<file path="src/stream_pkg.sv">
package stream_pkg;

    // Beat width in bytes; keep_t and data_t are sized from this
    localparam int DATA_BYTES = 8;

    typedef logic [7:0] byte_t;

    // Byte-enable mask, one bit per data byte
    typedef logic [DATA_BYTES-1:0] keep_t;

    // One beat of data, byte 0 in the low bits
    typedef byte_t [DATA_BYTES-1:0] data_t;

    // Beats held in one path
    typedef logic [7:0] occ_t;

    // Path control FSM
    typedef enum logic {
        PASS,
        DRAIN
    } ctrl_state_t;

endpackage : stream_pkg

</file>
<file path="src/reg_slice.sv">
`timescale 1ns/1ps

module reg_slice
    import stream_pkg::*;
#(
    parameter int DATA_BYTES = 8
) (
    input  logic  from_tx,
    input  logic  aresetn,

    input  logic  in_tvalid,
    output logic  in_tready,
    input  data_t in_tdata,
    input  keep_t in_tkeep,
    input  logic  in_tlast,

    output logic  out_tvalid,
    input  logic  out_tready,
    output data_t out_tdata,
    output keep_t out_tkeep,
    output logic  out_tlast
);
    logic                   valid_q;
    byte_t [DATA_BYTES-1:0] data_q;
    logic  [DATA_BYTES-1:0] keep_q;
    logic                   last_q;

    // Take a beat when empty or when the held one leaves now
    assign in_tready = !valid_q || out_tready;

    always_ff @(posedge from_tx) begin
        if (!aresetn) begin
            valid_q <= 1'b0;
        end else if (in_tready) begin
            valid_q <= in_tvalid;
        end
    end

    always_ff @(posedge from_tx) begin
        if (in_tvalid && in_tready) begin
            data_q <= in_tdata;
            keep_q <= in_tkeep;
            last_q <= in_tlast;
        end
    end

    assign out_tvalid = valid_q;
    assign out_tdata  = data_q;
    assign out_tkeep  = keep_q;
    assign out_tlast  = last_q;

endmodule : reg_slice

</file>
<file path="src/tlast_advance.sv">
`timescale 1ns/1ps

module tlast_advance
    import stream_pkg::*;
#(
    parameter int DATA_BYTES = 8
) (
    input  logic  from_tx,
    input  logic  aresetn,

    input  logic  in_tvalid,
    output logic  in_tready,
    input  data_t in_tdata,
    input  keep_t in_tkeep,
    input  logic  in_tlast,

    output logic  out_tvalid,
    input  logic  out_tready,
    output data_t out_tdata,
    output keep_t out_tkeep,
    output logic  out_tlast,

    // Pulses when a zero-keep last beat is swallowed
    output logic  drop
);
    // Held beat, waiting to learn whether it ends the packet
    logic                   pend_valid;
    byte_t [DATA_BYTES-1:0] pend_data;
    logic  [DATA_BYTES-1:0] pend_keep;
    logic                   pend_last;

    // Output register
    logic                   oreg_valid;
    byte_t [DATA_BYTES-1:0] oreg_data;
    logic  [DATA_BYTES-1:0] oreg_keep;
    logic                   oreg_last;

    logic out_free;
    logic in_xfer;
    logic in_empty_last;
    logic pend_release;
    logic load_out_pend;
    logic load_out_in;
    logic load_pend;
    logic force_last;

    assign out_free      = !oreg_valid || out_tready;
    // Stall one cycle while a held last beat moves out
    assign in_tready     = out_free && !(pend_valid && pend_last);
    assign in_xfer       = in_tvalid && in_tready;
    assign in_empty_last = in_tlast && (in_tkeep == '0);
    assign drop          = in_xfer && in_empty_last;

    // A held last beat needs no successor to leave
    assign pend_release  = pend_valid && pend_last && out_free;
    assign load_out_pend = pend_release || (in_xfer && pend_valid);
    assign load_out_in   = in_xfer && !pend_valid && in_tlast && !in_empty_last;
    assign load_pend     = in_xfer && !in_empty_last && (pend_valid || !in_tlast);
    assign force_last    = in_xfer && pend_valid && in_empty_last;

    always_ff @(posedge from_tx) begin
        if (!aresetn) begin
            pend_valid <= 1'b0;
            oreg_valid <= 1'b0;
        end else begin
            if (load_pend) begin
                pend_valid <= 1'b1;
            end else if (load_out_pend) begin
                pend_valid <= 1'b0;
            end

            if (load_out_pend || load_out_in) begin
                oreg_valid <= 1'b1;
            end else if (out_tready) begin
                oreg_valid <= 1'b0;
            end
        end
    end

    always_ff @(posedge from_tx) begin
        if (load_pend) begin
            pend_data <= in_tdata;
            pend_keep <= in_tkeep;
            pend_last <= in_tlast;
        end

        if (load_out_pend) begin
            oreg_data <= pend_data;
            oreg_keep <= pend_keep;
            // tlast moves forward from the swallowed beat
            oreg_last <= pend_last || force_last;
        end else if (load_out_in) begin
            oreg_data <= in_tdata;
            oreg_keep <= in_tkeep;
            oreg_last <= 1'b1;
        end
    end

    assign out_tvalid = oreg_valid;
    assign out_tdata  = oreg_data;
    assign out_tkeep  = oreg_keep;
    assign out_tlast  = oreg_last;

    a_no_empty_last : assert property (@(posedge from_tx) disable iff (!aresetn)
        out_tvalid && out_tlast |-> out_tkeep != '0);

endmodule : tlast_advance

</file>
<file path="src/path_ctrl.sv">
`timescale 1ns/1ps

module path_ctrl
    import stream_pkg::*;
#(
    parameter int PIPE_STAGES = 2
) (
    input  logic  from_tx,
    input  logic  aresetn,

    input  logic  in_tvalid,
    output logic  in_tready,
    input  data_t in_tdata,
    input  keep_t in_tkeep,
    input  logic  in_tlast,

    input  logic  bypass,

    output logic  out_tvalid,
    input  logic  out_tready,
    output data_t out_tdata,
    output keep_t out_tkeep,
    output logic  out_tlast,

    // Toward and from the processing path
    output logic  proc_tvalid,
    input  logic  proc_tready,
    output data_t proc_tdata,
    output keep_t proc_tkeep,
    output logic  proc_tlast,
    input  logic  proc_out_tvalid,
    output logic  proc_out_tready,
    input  data_t proc_out_tdata,
    input  keep_t proc_out_tkeep,
    input  logic  proc_out_tlast,
    input  logic  proc_drop,

    // Toward and from the bypass slices
    output logic  byp_in_tvalid,
    input  logic  byp_in_tready,
    output data_t byp_in_tdata,
    output keep_t byp_in_tkeep,
    output logic  byp_in_tlast,
    input  logic  byp_out_tvalid,
    output logic  byp_out_tready,
    input  data_t byp_out_tdata,
    input  keep_t byp_out_tkeep,
    input  logic  byp_out_tlast
);
    // Pending beat plus output register in the processing path
    localparam occ_t PROC_DEPTH = occ_t'(2);

    ctrl_state_t state;
    logic        sop;
    logic        sel_byp;
    logic        switch_req;
    logic        in_open;
    logic        in_xfer;
    logic        proc_in_xfer;
    logic        proc_out_xfer;
    logic        byp_in_xfer;
    logic        byp_out_xfer;
    occ_t        proc_cnt;
    occ_t        byp_cnt;
    occ_t        active_cnt;

    // New setting only counts at a packet boundary
    assign switch_req = (state == PASS) && sop && (bypass != sel_byp);
    assign in_open    = (state == PASS) && !switch_req;

    // Input steering
    assign proc_tvalid   = in_tvalid && in_open && !sel_byp;
    assign proc_tdata    = in_tdata;
    assign proc_tkeep    = in_tkeep;
    assign proc_tlast    = in_tlast;
    assign byp_in_tvalid = in_tvalid && in_open && sel_byp;
    assign byp_in_tdata  = in_tdata;
    assign byp_in_tkeep  = in_tkeep;
    assign byp_in_tlast  = in_tlast;
    assign in_tready     = in_open && (sel_byp ? byp_in_tready : proc_tready);

    // Output merge
    assign out_tvalid      = sel_byp ? byp_out_tvalid : proc_out_tvalid;
    assign out_tdata       = sel_byp ? byp_out_tdata  : proc_out_tdata;
    assign out_tkeep       = sel_byp ? byp_out_tkeep  : proc_out_tkeep;
    assign out_tlast       = sel_byp ? byp_out_tlast  : proc_out_tlast;
    assign proc_out_tready = out_tready && !sel_byp;
    assign byp_out_tready  = out_tready && sel_byp;

    assign in_xfer       = in_tvalid && in_tready;
    assign proc_in_xfer  = in_xfer && !sel_byp;
    assign byp_in_xfer   = in_xfer && sel_byp;
    assign proc_out_xfer = proc_out_tvalid && proc_out_tready;
    assign byp_out_xfer  = byp_out_tvalid && byp_out_tready;
    assign active_cnt    = sel_byp ? byp_cnt : proc_cnt;

    // Start of packet tracking
    always_ff @(posedge from_tx) begin
        if (!aresetn) begin
            sop <= 1'b1;
        end else if (in_xfer) begin
            sop <= in_tlast;
        end
    end

    // Path drain FSM
    always_ff @(posedge from_tx) begin
        if (!aresetn) begin
            state   <= PASS;
            sel_byp <= bypass;
        end else begin
            case (state)
                PASS: begin
                    if (switch_req) begin
                        state <= DRAIN;
                    end
                end
                DRAIN: begin
                    // Old path empty, safe to flip
                    if (active_cnt == '0) begin
                        sel_byp <= !sel_byp;
                        state   <= PASS;
                    end
                end
                default: state <= PASS;
            endcase
        end
    end

    // Beats in flight per path; a dropped beat leaves when it is accepted
    always_ff @(posedge from_tx) begin
        if (!aresetn) begin
            proc_cnt <= '0;
            byp_cnt  <= '0;
        end else begin
            proc_cnt <= proc_cnt + occ_t'(proc_in_xfer) - occ_t'(proc_out_xfer)
                        - occ_t'(proc_drop);
            byp_cnt  <= byp_cnt + occ_t'(byp_in_xfer) - occ_t'(byp_out_xfer);
        end
    end

    a_out_stable : assert property (@(posedge from_tx) disable iff (!aresetn)
        out_tvalid && !out_tready |=> out_tvalid && $stable(out_tdata) &&
        $stable(out_tkeep) && $stable(out_tlast));

    a_proc_cnt : assert property (@(posedge from_tx) disable iff (!aresetn)
        proc_cnt <= PROC_DEPTH);

    a_byp_cnt : assert property (@(posedge from_tx) disable iff (!aresetn)
        byp_cnt <= occ_t'(PIPE_STAGES));

endmodule : path_ctrl

</file>
<file path="src/bypass_stream_top.sv">
`timescale 1ns/1ps

module bypass_stream_top
    import stream_pkg::*;
#(
    parameter int DATA_BYTES  = 8,
    parameter int PIPE_STAGES = 2
) (
    input  logic  from_tx,
    input  logic  aresetn,

    input  logic  in_tvalid,
    output logic  in_tready,
    input  data_t in_tdata,
    input  keep_t in_tkeep,
    input  logic  in_tlast,

    input  logic  bypass,

    output logic  out_tvalid,
    input  logic  out_tready,
    output data_t out_tdata,
    output keep_t out_tkeep,
    output logic  out_tlast
);
    // Processing path links
    logic  proc_tvalid;
    logic  proc_tready;
    data_t proc_tdata;
    keep_t proc_tkeep;
    logic  proc_tlast;
    logic  proc_out_tvalid;
    logic  proc_out_tready;
    data_t proc_out_tdata;
    keep_t proc_out_tkeep;
    logic  proc_out_tlast;
    logic  proc_drop;

    // Bypass chain, index 0 is the chain input and PIPE_STAGES its output
    logic [PIPE_STAGES:0] stg_tvalid;
    logic [PIPE_STAGES:0] stg_tready;
    data_t                stg_tdata [0:PIPE_STAGES];
    keep_t                stg_tkeep [0:PIPE_STAGES];
    logic [PIPE_STAGES:0] stg_tlast;

    path_ctrl #(
        .PIPE_STAGES(PIPE_STAGES)
    ) u_path_ctrl (
        .from_tx        (from_tx),
        .aresetn        (aresetn),
        .in_tvalid      (in_tvalid),
        .in_tready      (in_tready),
        .in_tdata       (in_tdata),
        .in_tkeep       (in_tkeep),
        .in_tlast       (in_tlast),
        .bypass         (bypass),
        .out_tvalid     (out_tvalid),
        .out_tready     (out_tready),
        .out_tdata      (out_tdata),
        .out_tkeep      (out_tkeep),
        .out_tlast      (out_tlast),
        .proc_tvalid    (proc_tvalid),
        .proc_tready    (proc_tready),
        .proc_tdata     (proc_tdata),
        .proc_tkeep     (proc_tkeep),
        .proc_tlast     (proc_tlast),
        .proc_out_tvalid(proc_out_tvalid),
        .proc_out_tready(proc_out_tready),
        .proc_out_tdata (proc_out_tdata),
        .proc_out_tkeep (proc_out_tkeep),
        .proc_out_tlast (proc_out_tlast),
        .proc_drop      (proc_drop),
        .byp_in_tvalid  (stg_tvalid[0]),
        .byp_in_tready  (stg_tready[0]),
        .byp_in_tdata   (stg_tdata[0]),
        .byp_in_tkeep   (stg_tkeep[0]),
        .byp_in_tlast   (stg_tlast[0]),
        .byp_out_tvalid (stg_tvalid[PIPE_STAGES]),
        .byp_out_tready (stg_tready[PIPE_STAGES]),
        .byp_out_tdata  (stg_tdata[PIPE_STAGES]),
        .byp_out_tkeep  (stg_tkeep[PIPE_STAGES]),
        .byp_out_tlast  (stg_tlast[PIPE_STAGES])
    );

    tlast_advance #(
        .DATA_BYTES(DATA_BYTES)
    ) u_tlast_advance (
        .from_tx   (from_tx),
        .aresetn   (aresetn),
        .in_tvalid (proc_tvalid),
        .in_tready (proc_tready),
        .in_tdata  (proc_tdata),
        .in_tkeep  (proc_tkeep),
        .in_tlast  (proc_tlast),
        .out_tvalid(proc_out_tvalid),
        .out_tready(proc_out_tready),
        .out_tdata (proc_out_tdata),
        .out_tkeep (proc_out_tkeep),
        .out_tlast (proc_out_tlast),
        .drop      (proc_drop)
    );

    for (genvar i = 0; i < PIPE_STAGES; i++) begin : g_byp_stage
        reg_slice #(
            .DATA_BYTES(DATA_BYTES)
        ) u_reg_slice (
            .from_tx   (from_tx),
            .aresetn   (aresetn),
            .in_tvalid (stg_tvalid[i]),
            .in_tready (stg_tready[i]),
            .in_tdata  (stg_tdata[i]),
            .in_tkeep  (stg_tkeep[i]),
            .in_tlast  (stg_tlast[i]),
            .out_tvalid(stg_tvalid[i+1]),
            .out_tready(stg_tready[i+1]),
            .out_tdata (stg_tdata[i+1]),
            .out_tkeep (stg_tkeep[i+1]),
            .out_tlast (stg_tlast[i+1])
        );
    end

endmodule : bypass_stream_top

</file>
<file path="config.mk">
export PLATFORM = sky130hd
export DESIGN_NAME = bypass_stream_top
export DESIGN_NICKNAME = d
export VERILOG_FILES = /design/src/stream_pkg.sv /design/src/reg_slice.sv /design/src/tlast_advance.sv /design/src/path_ctrl.sv /design/src/bypass_stream_top.sv
export SDC_FILE = /design/constraint.sdc
export NUM_CORES = 1
export LEC_CHECK = 0
export BUFFER_PORTS_ARGS = -buffer_cell sky130_fd_sc_hd__buf_2
export CORE_MARGIN = 8
export CORE_UTILIZATION = 25
export CTS_BUF_LIST = sky130_fd_sc_hd__clkbuf_16
export DETAILED_ROUTE_END_ITERATION = 10
export MAX_ROUTING_LAYER = met4
export RECOVER_POWER = 50
export SLEW_MARGIN = 20
export SYNTH_ARGS = -nofsm -noshare
export SYNTH_HDL_FRONTEND = slang
export SYNTH_SLANG_ARGS = --single-unit
</file>
<file path="constraint.sdc">
create_clock -name from_tx -period 20.1 [get_ports from_tx]
set_input_delay 1.005 -clock from_tx [delete_from_list [all_inputs] [get_ports from_tx]]
set_output_delay 1.005 -clock from_tx [all_outputs]
set_load 0.02 [all_outputs]
</file>
==> metrics <==
full die area=~57000 um^2; Worst Setup End Kind=register; Sink Count=315; layout cells sized above 1=a little under a third; Yosys reg bits=315; final period demand of the worst path=about 6400 ps; CP Class=reg -> reg; CP Buf/Inv Count=3; Clock Power Share=approximately two fifths; total number of vias=6348; max-cap check violation count=6; worst path required time=~20000 ps; post-synthesis cell count=660; core area=49800 um^2; Longest Clk Path Bufs=3; peak fanout along the critical path=46; Primary FF master, synth=edfxtp_1; Initial Util=25.1%; Net Sw Frac=25.2%; CTS tree=done; pre-CTS setup slack=16170 ps; CP max stage cell=clkbuf_1; crit path DAT=6560 ps; Via density=~4.1; hpwl dp=approximately 16000 um; share of power burned in registers=46.1%; CTS Buf Count=37; area grow syn2layout=20.9%; Final setup viols=0; unrepaired setup endpoints after global routing=false; flop2flop setup slack=13710 ps; sequential area share after synthesis=roughly three quarters; GRT Util Overall=9.70%; number of global-route vias before repair=6819; fmax=157 MHz; Routed WL=27300 um; Hold WC Path Type=reg -> reg; fin crit share=between 30% and 40%; H-tree depth=2; Synth async-reset ratio=0%; Cell Area, Synth=12500 um^2; Max-slew headroom=-107%; Std-Cell Rows=82; first-pass GRT wire length=41300 um; Post-DP Area=14000 um^2; Layout Cells excl Fill=around 1500; Fin. Hold Viols=0; cell area after layout=15100 um^2; syn avg cell area=around 19 um^2; gr ovfl total=0; largest net degree at the start of global routing=47; Netlist cell types=around 50; Crit path max-delay family=buffers and inverters; postcts setup bufs=0; iteration count of the initial detailed-routing pass=4; Post-layout nets=939; Port Buf Inserts=152; cell mode on critical path=clkbuf_1; CTS Root Cell=clkbuf_16; Cells after DPL=1475; EDFF count, synth=293; Setup crit start kind=register; Clock transition at path regs=about 60 ps; violated checks=capacitance limit, slew limit; hold_buf cts=0; peak per-stage delay on the critical path=~2100 ps; leakage power=5.16 nW; Comb pwr share=14.3%; post-CTS sizing=0; number of DRC markers in iteration 0=357; VDD IR max=0.0609 mV; syn nets=757; Slew @ Worst Pin=about 3100 ps; post-route setup TNS=0 ps; Ys Warns=0; IO Count=around 150; Internal=1.29 mW; P_sw=0.432 mW; Routed WL per cell=17.8 um; Die Wd=239 um; status=complete, but fails checks; worst path cell trace=clkbuf_1 -> xor2_1 -> nand2_1 -> nand4b_1 -> a31oi_4 -> clkbuf_1 -> buf_4; chip height=239 um; Worst-Skew Late Latency=approximately 540 ps; antenna violations before repair=2; DRC violations left=0; gp weighted congestion=roughly 0.73; Routed Antenna Nets=0; Final Slew Violations=223; Pwr Density=114 nW/um^2; Worst Skew=13.5 ps; fin worst setup slack=13710 ps
-- cells in the mapped netlist, types with 6 or more instances --
| cell | number | share of area, % |
|---|---|---|
| edfxtp_1 | 293 | 71 |
| mux2_2 | 76 | 6.9 |
| mux2_4 | 60 | 7.2 |
| inv_1 | 27 | 0.81 |
| dfxtp_1 | 22 | 3.5 |
| nand2_1 | 20 | 0.60 |
| ha_1 | 16 | 1.6 |
| nor2_1 | 14 | 0.42 |
| a21oi_1 | 10 | 0.40 |
| mux2_1 | 9 | 0.81 |
| o21ai_0 | 9 | 0.36 |
| buf_2 | 8 | 0.32 |
| and2_1 | 6 | 0.30 |
| buf_12 | 6 | 0.96 |
| nor4_1 | 6 | 0.30 |
-- worst register-to-register path: stages (launching register included) --
cell and delay [ps]:
edfxtp_1 320, clkbuf_1 2080, xor2_1 180, nand2_1 240
nand4b_1 230, a31oi_4 330, clkbuf_1 1830, buf_4 760
-- sequential cells by signal (all words and copies together) (netlist names), 2 cells and up --
signal and flops:
u_path_ctrl.proc_cnt 8, u_tlast_advance.pend_data 64, g_byp_stage.u_reg_slice.out_tdata 128, g_byp_stage.u_reg_slice.out_tlast 2
u_tlast_advance.pend_keep 8, g_byp_stage.u_reg_slice.out_tvalid 2, g_byp_stage.u_reg_slice.out_tkeep 16, u_tlast_advance.out_tdata 64
u_path_ctrl.byp_cnt 8, u_tlast_advance.out_tkeep 8
-- area by class of cell --
cell class	instances	area (um^2)
fillers	4968	34700
flip-flops and latches	315	9240
multi-input cells	297	2940
clock buffers	37	926
well taps	672	841
repair buffers	164	741
clock inverters	23	287
inverters	27	101
diodes	2	5.00
-- per-stage QoR --
step	utilization, %	hold WS (ps)	power [mW]
6_report	30.3	409	1.72
5_1_grt	30.3	419	1.80
4_1_cts	30.6	411	1.75
3_5_place_dp	28.2	405	1.06
3_3_place_gp	28.2	400	1.05
2_1_floorplan	-	400	0.979
-- metal layers --
layer	up-vias	wire length, um	part of all wire, %	global-route usage (%)
li1	2929	-	-	-
met1	3223	12300	45	12.0
met2	143	13000	48	15.2
met3	53	1300	4.7	2.46
met4	0	756	2.8	3.61
met5	-	0	0	-
-- layout by cell type, fill, tap and decap left out, types with 7 or more instances in the layout --
master | synthesis | routed
mux2_4 | 60 | 60
clkbuf_16 | 0 | 37
o21ai_0 | 9 | 9
mux2_1 | 9 | 9
mux2_2 | 76 | 76
buf_2 | 8 | 79
nand2_1 | 20 | 20
nor2_1 | 14 | 14
a21oi_1 | 10 | 10
inv_1 | 27 | 32
buf_4 | 0 | 7
ha_1 | 16 | 16
dfxtp_1 | 22 | 22
edfxtp_1 | 293 | 293
clkbuf_1 | 4 | 78
-- path summary, 6_finish.rpt --
| check | endpoint | cells past startpoint | startpoint |
|---|---|---|---|
| hold reg to reg | g_byp_stage[1].u_reg_slice.out_tdata[52] | 0 | g_byp_stage[0].u_reg_slice.out_tdata[52] |
| hold / removal | g_byp_stage[1].u_reg_slice.out_tdata[52] | 0 | g_byp_stage[0].u_reg_slice.out_tdata[52] |
| setup reg to reg | g_byp_stage[0].u_reg_slice.out_tdata[45] | 7 | u_path_ctrl.sel_byp |
| setup / recovery | g_byp_stage[0].u_reg_slice.out_tdata[45] | 7 | u_path_ctrl.sel_byp |
-- cells by family after synthesis --
logic type | count (synthesis) | synth area share, %
AND/OR/NAND/NOR | 80 | 3.59
buffers and inverters | 48 | 2.43
XOR/XNOR | 5 | 0.351
adder cells (fa/ha/maj) | 19 | 2.09
AO/OA/AOI/OAI | 46 | 2.45
flip-flops | 315 | 74.0
multiplexers | 147 | 15.1
-- power groups by stage --
stage	Sequential, mW	Clock, mW	Combinational (mW)
floorplan	0.806	0	0.173
CTS	0.791	0.707	0.255
detailed placement	0.804	0	0.254
finish	0.792	0.680	0.246
global placement	0.802	0	0.247
global route	0.797	0.729	0.271
No activity file was read; power rests on OpenSTA's default activity.
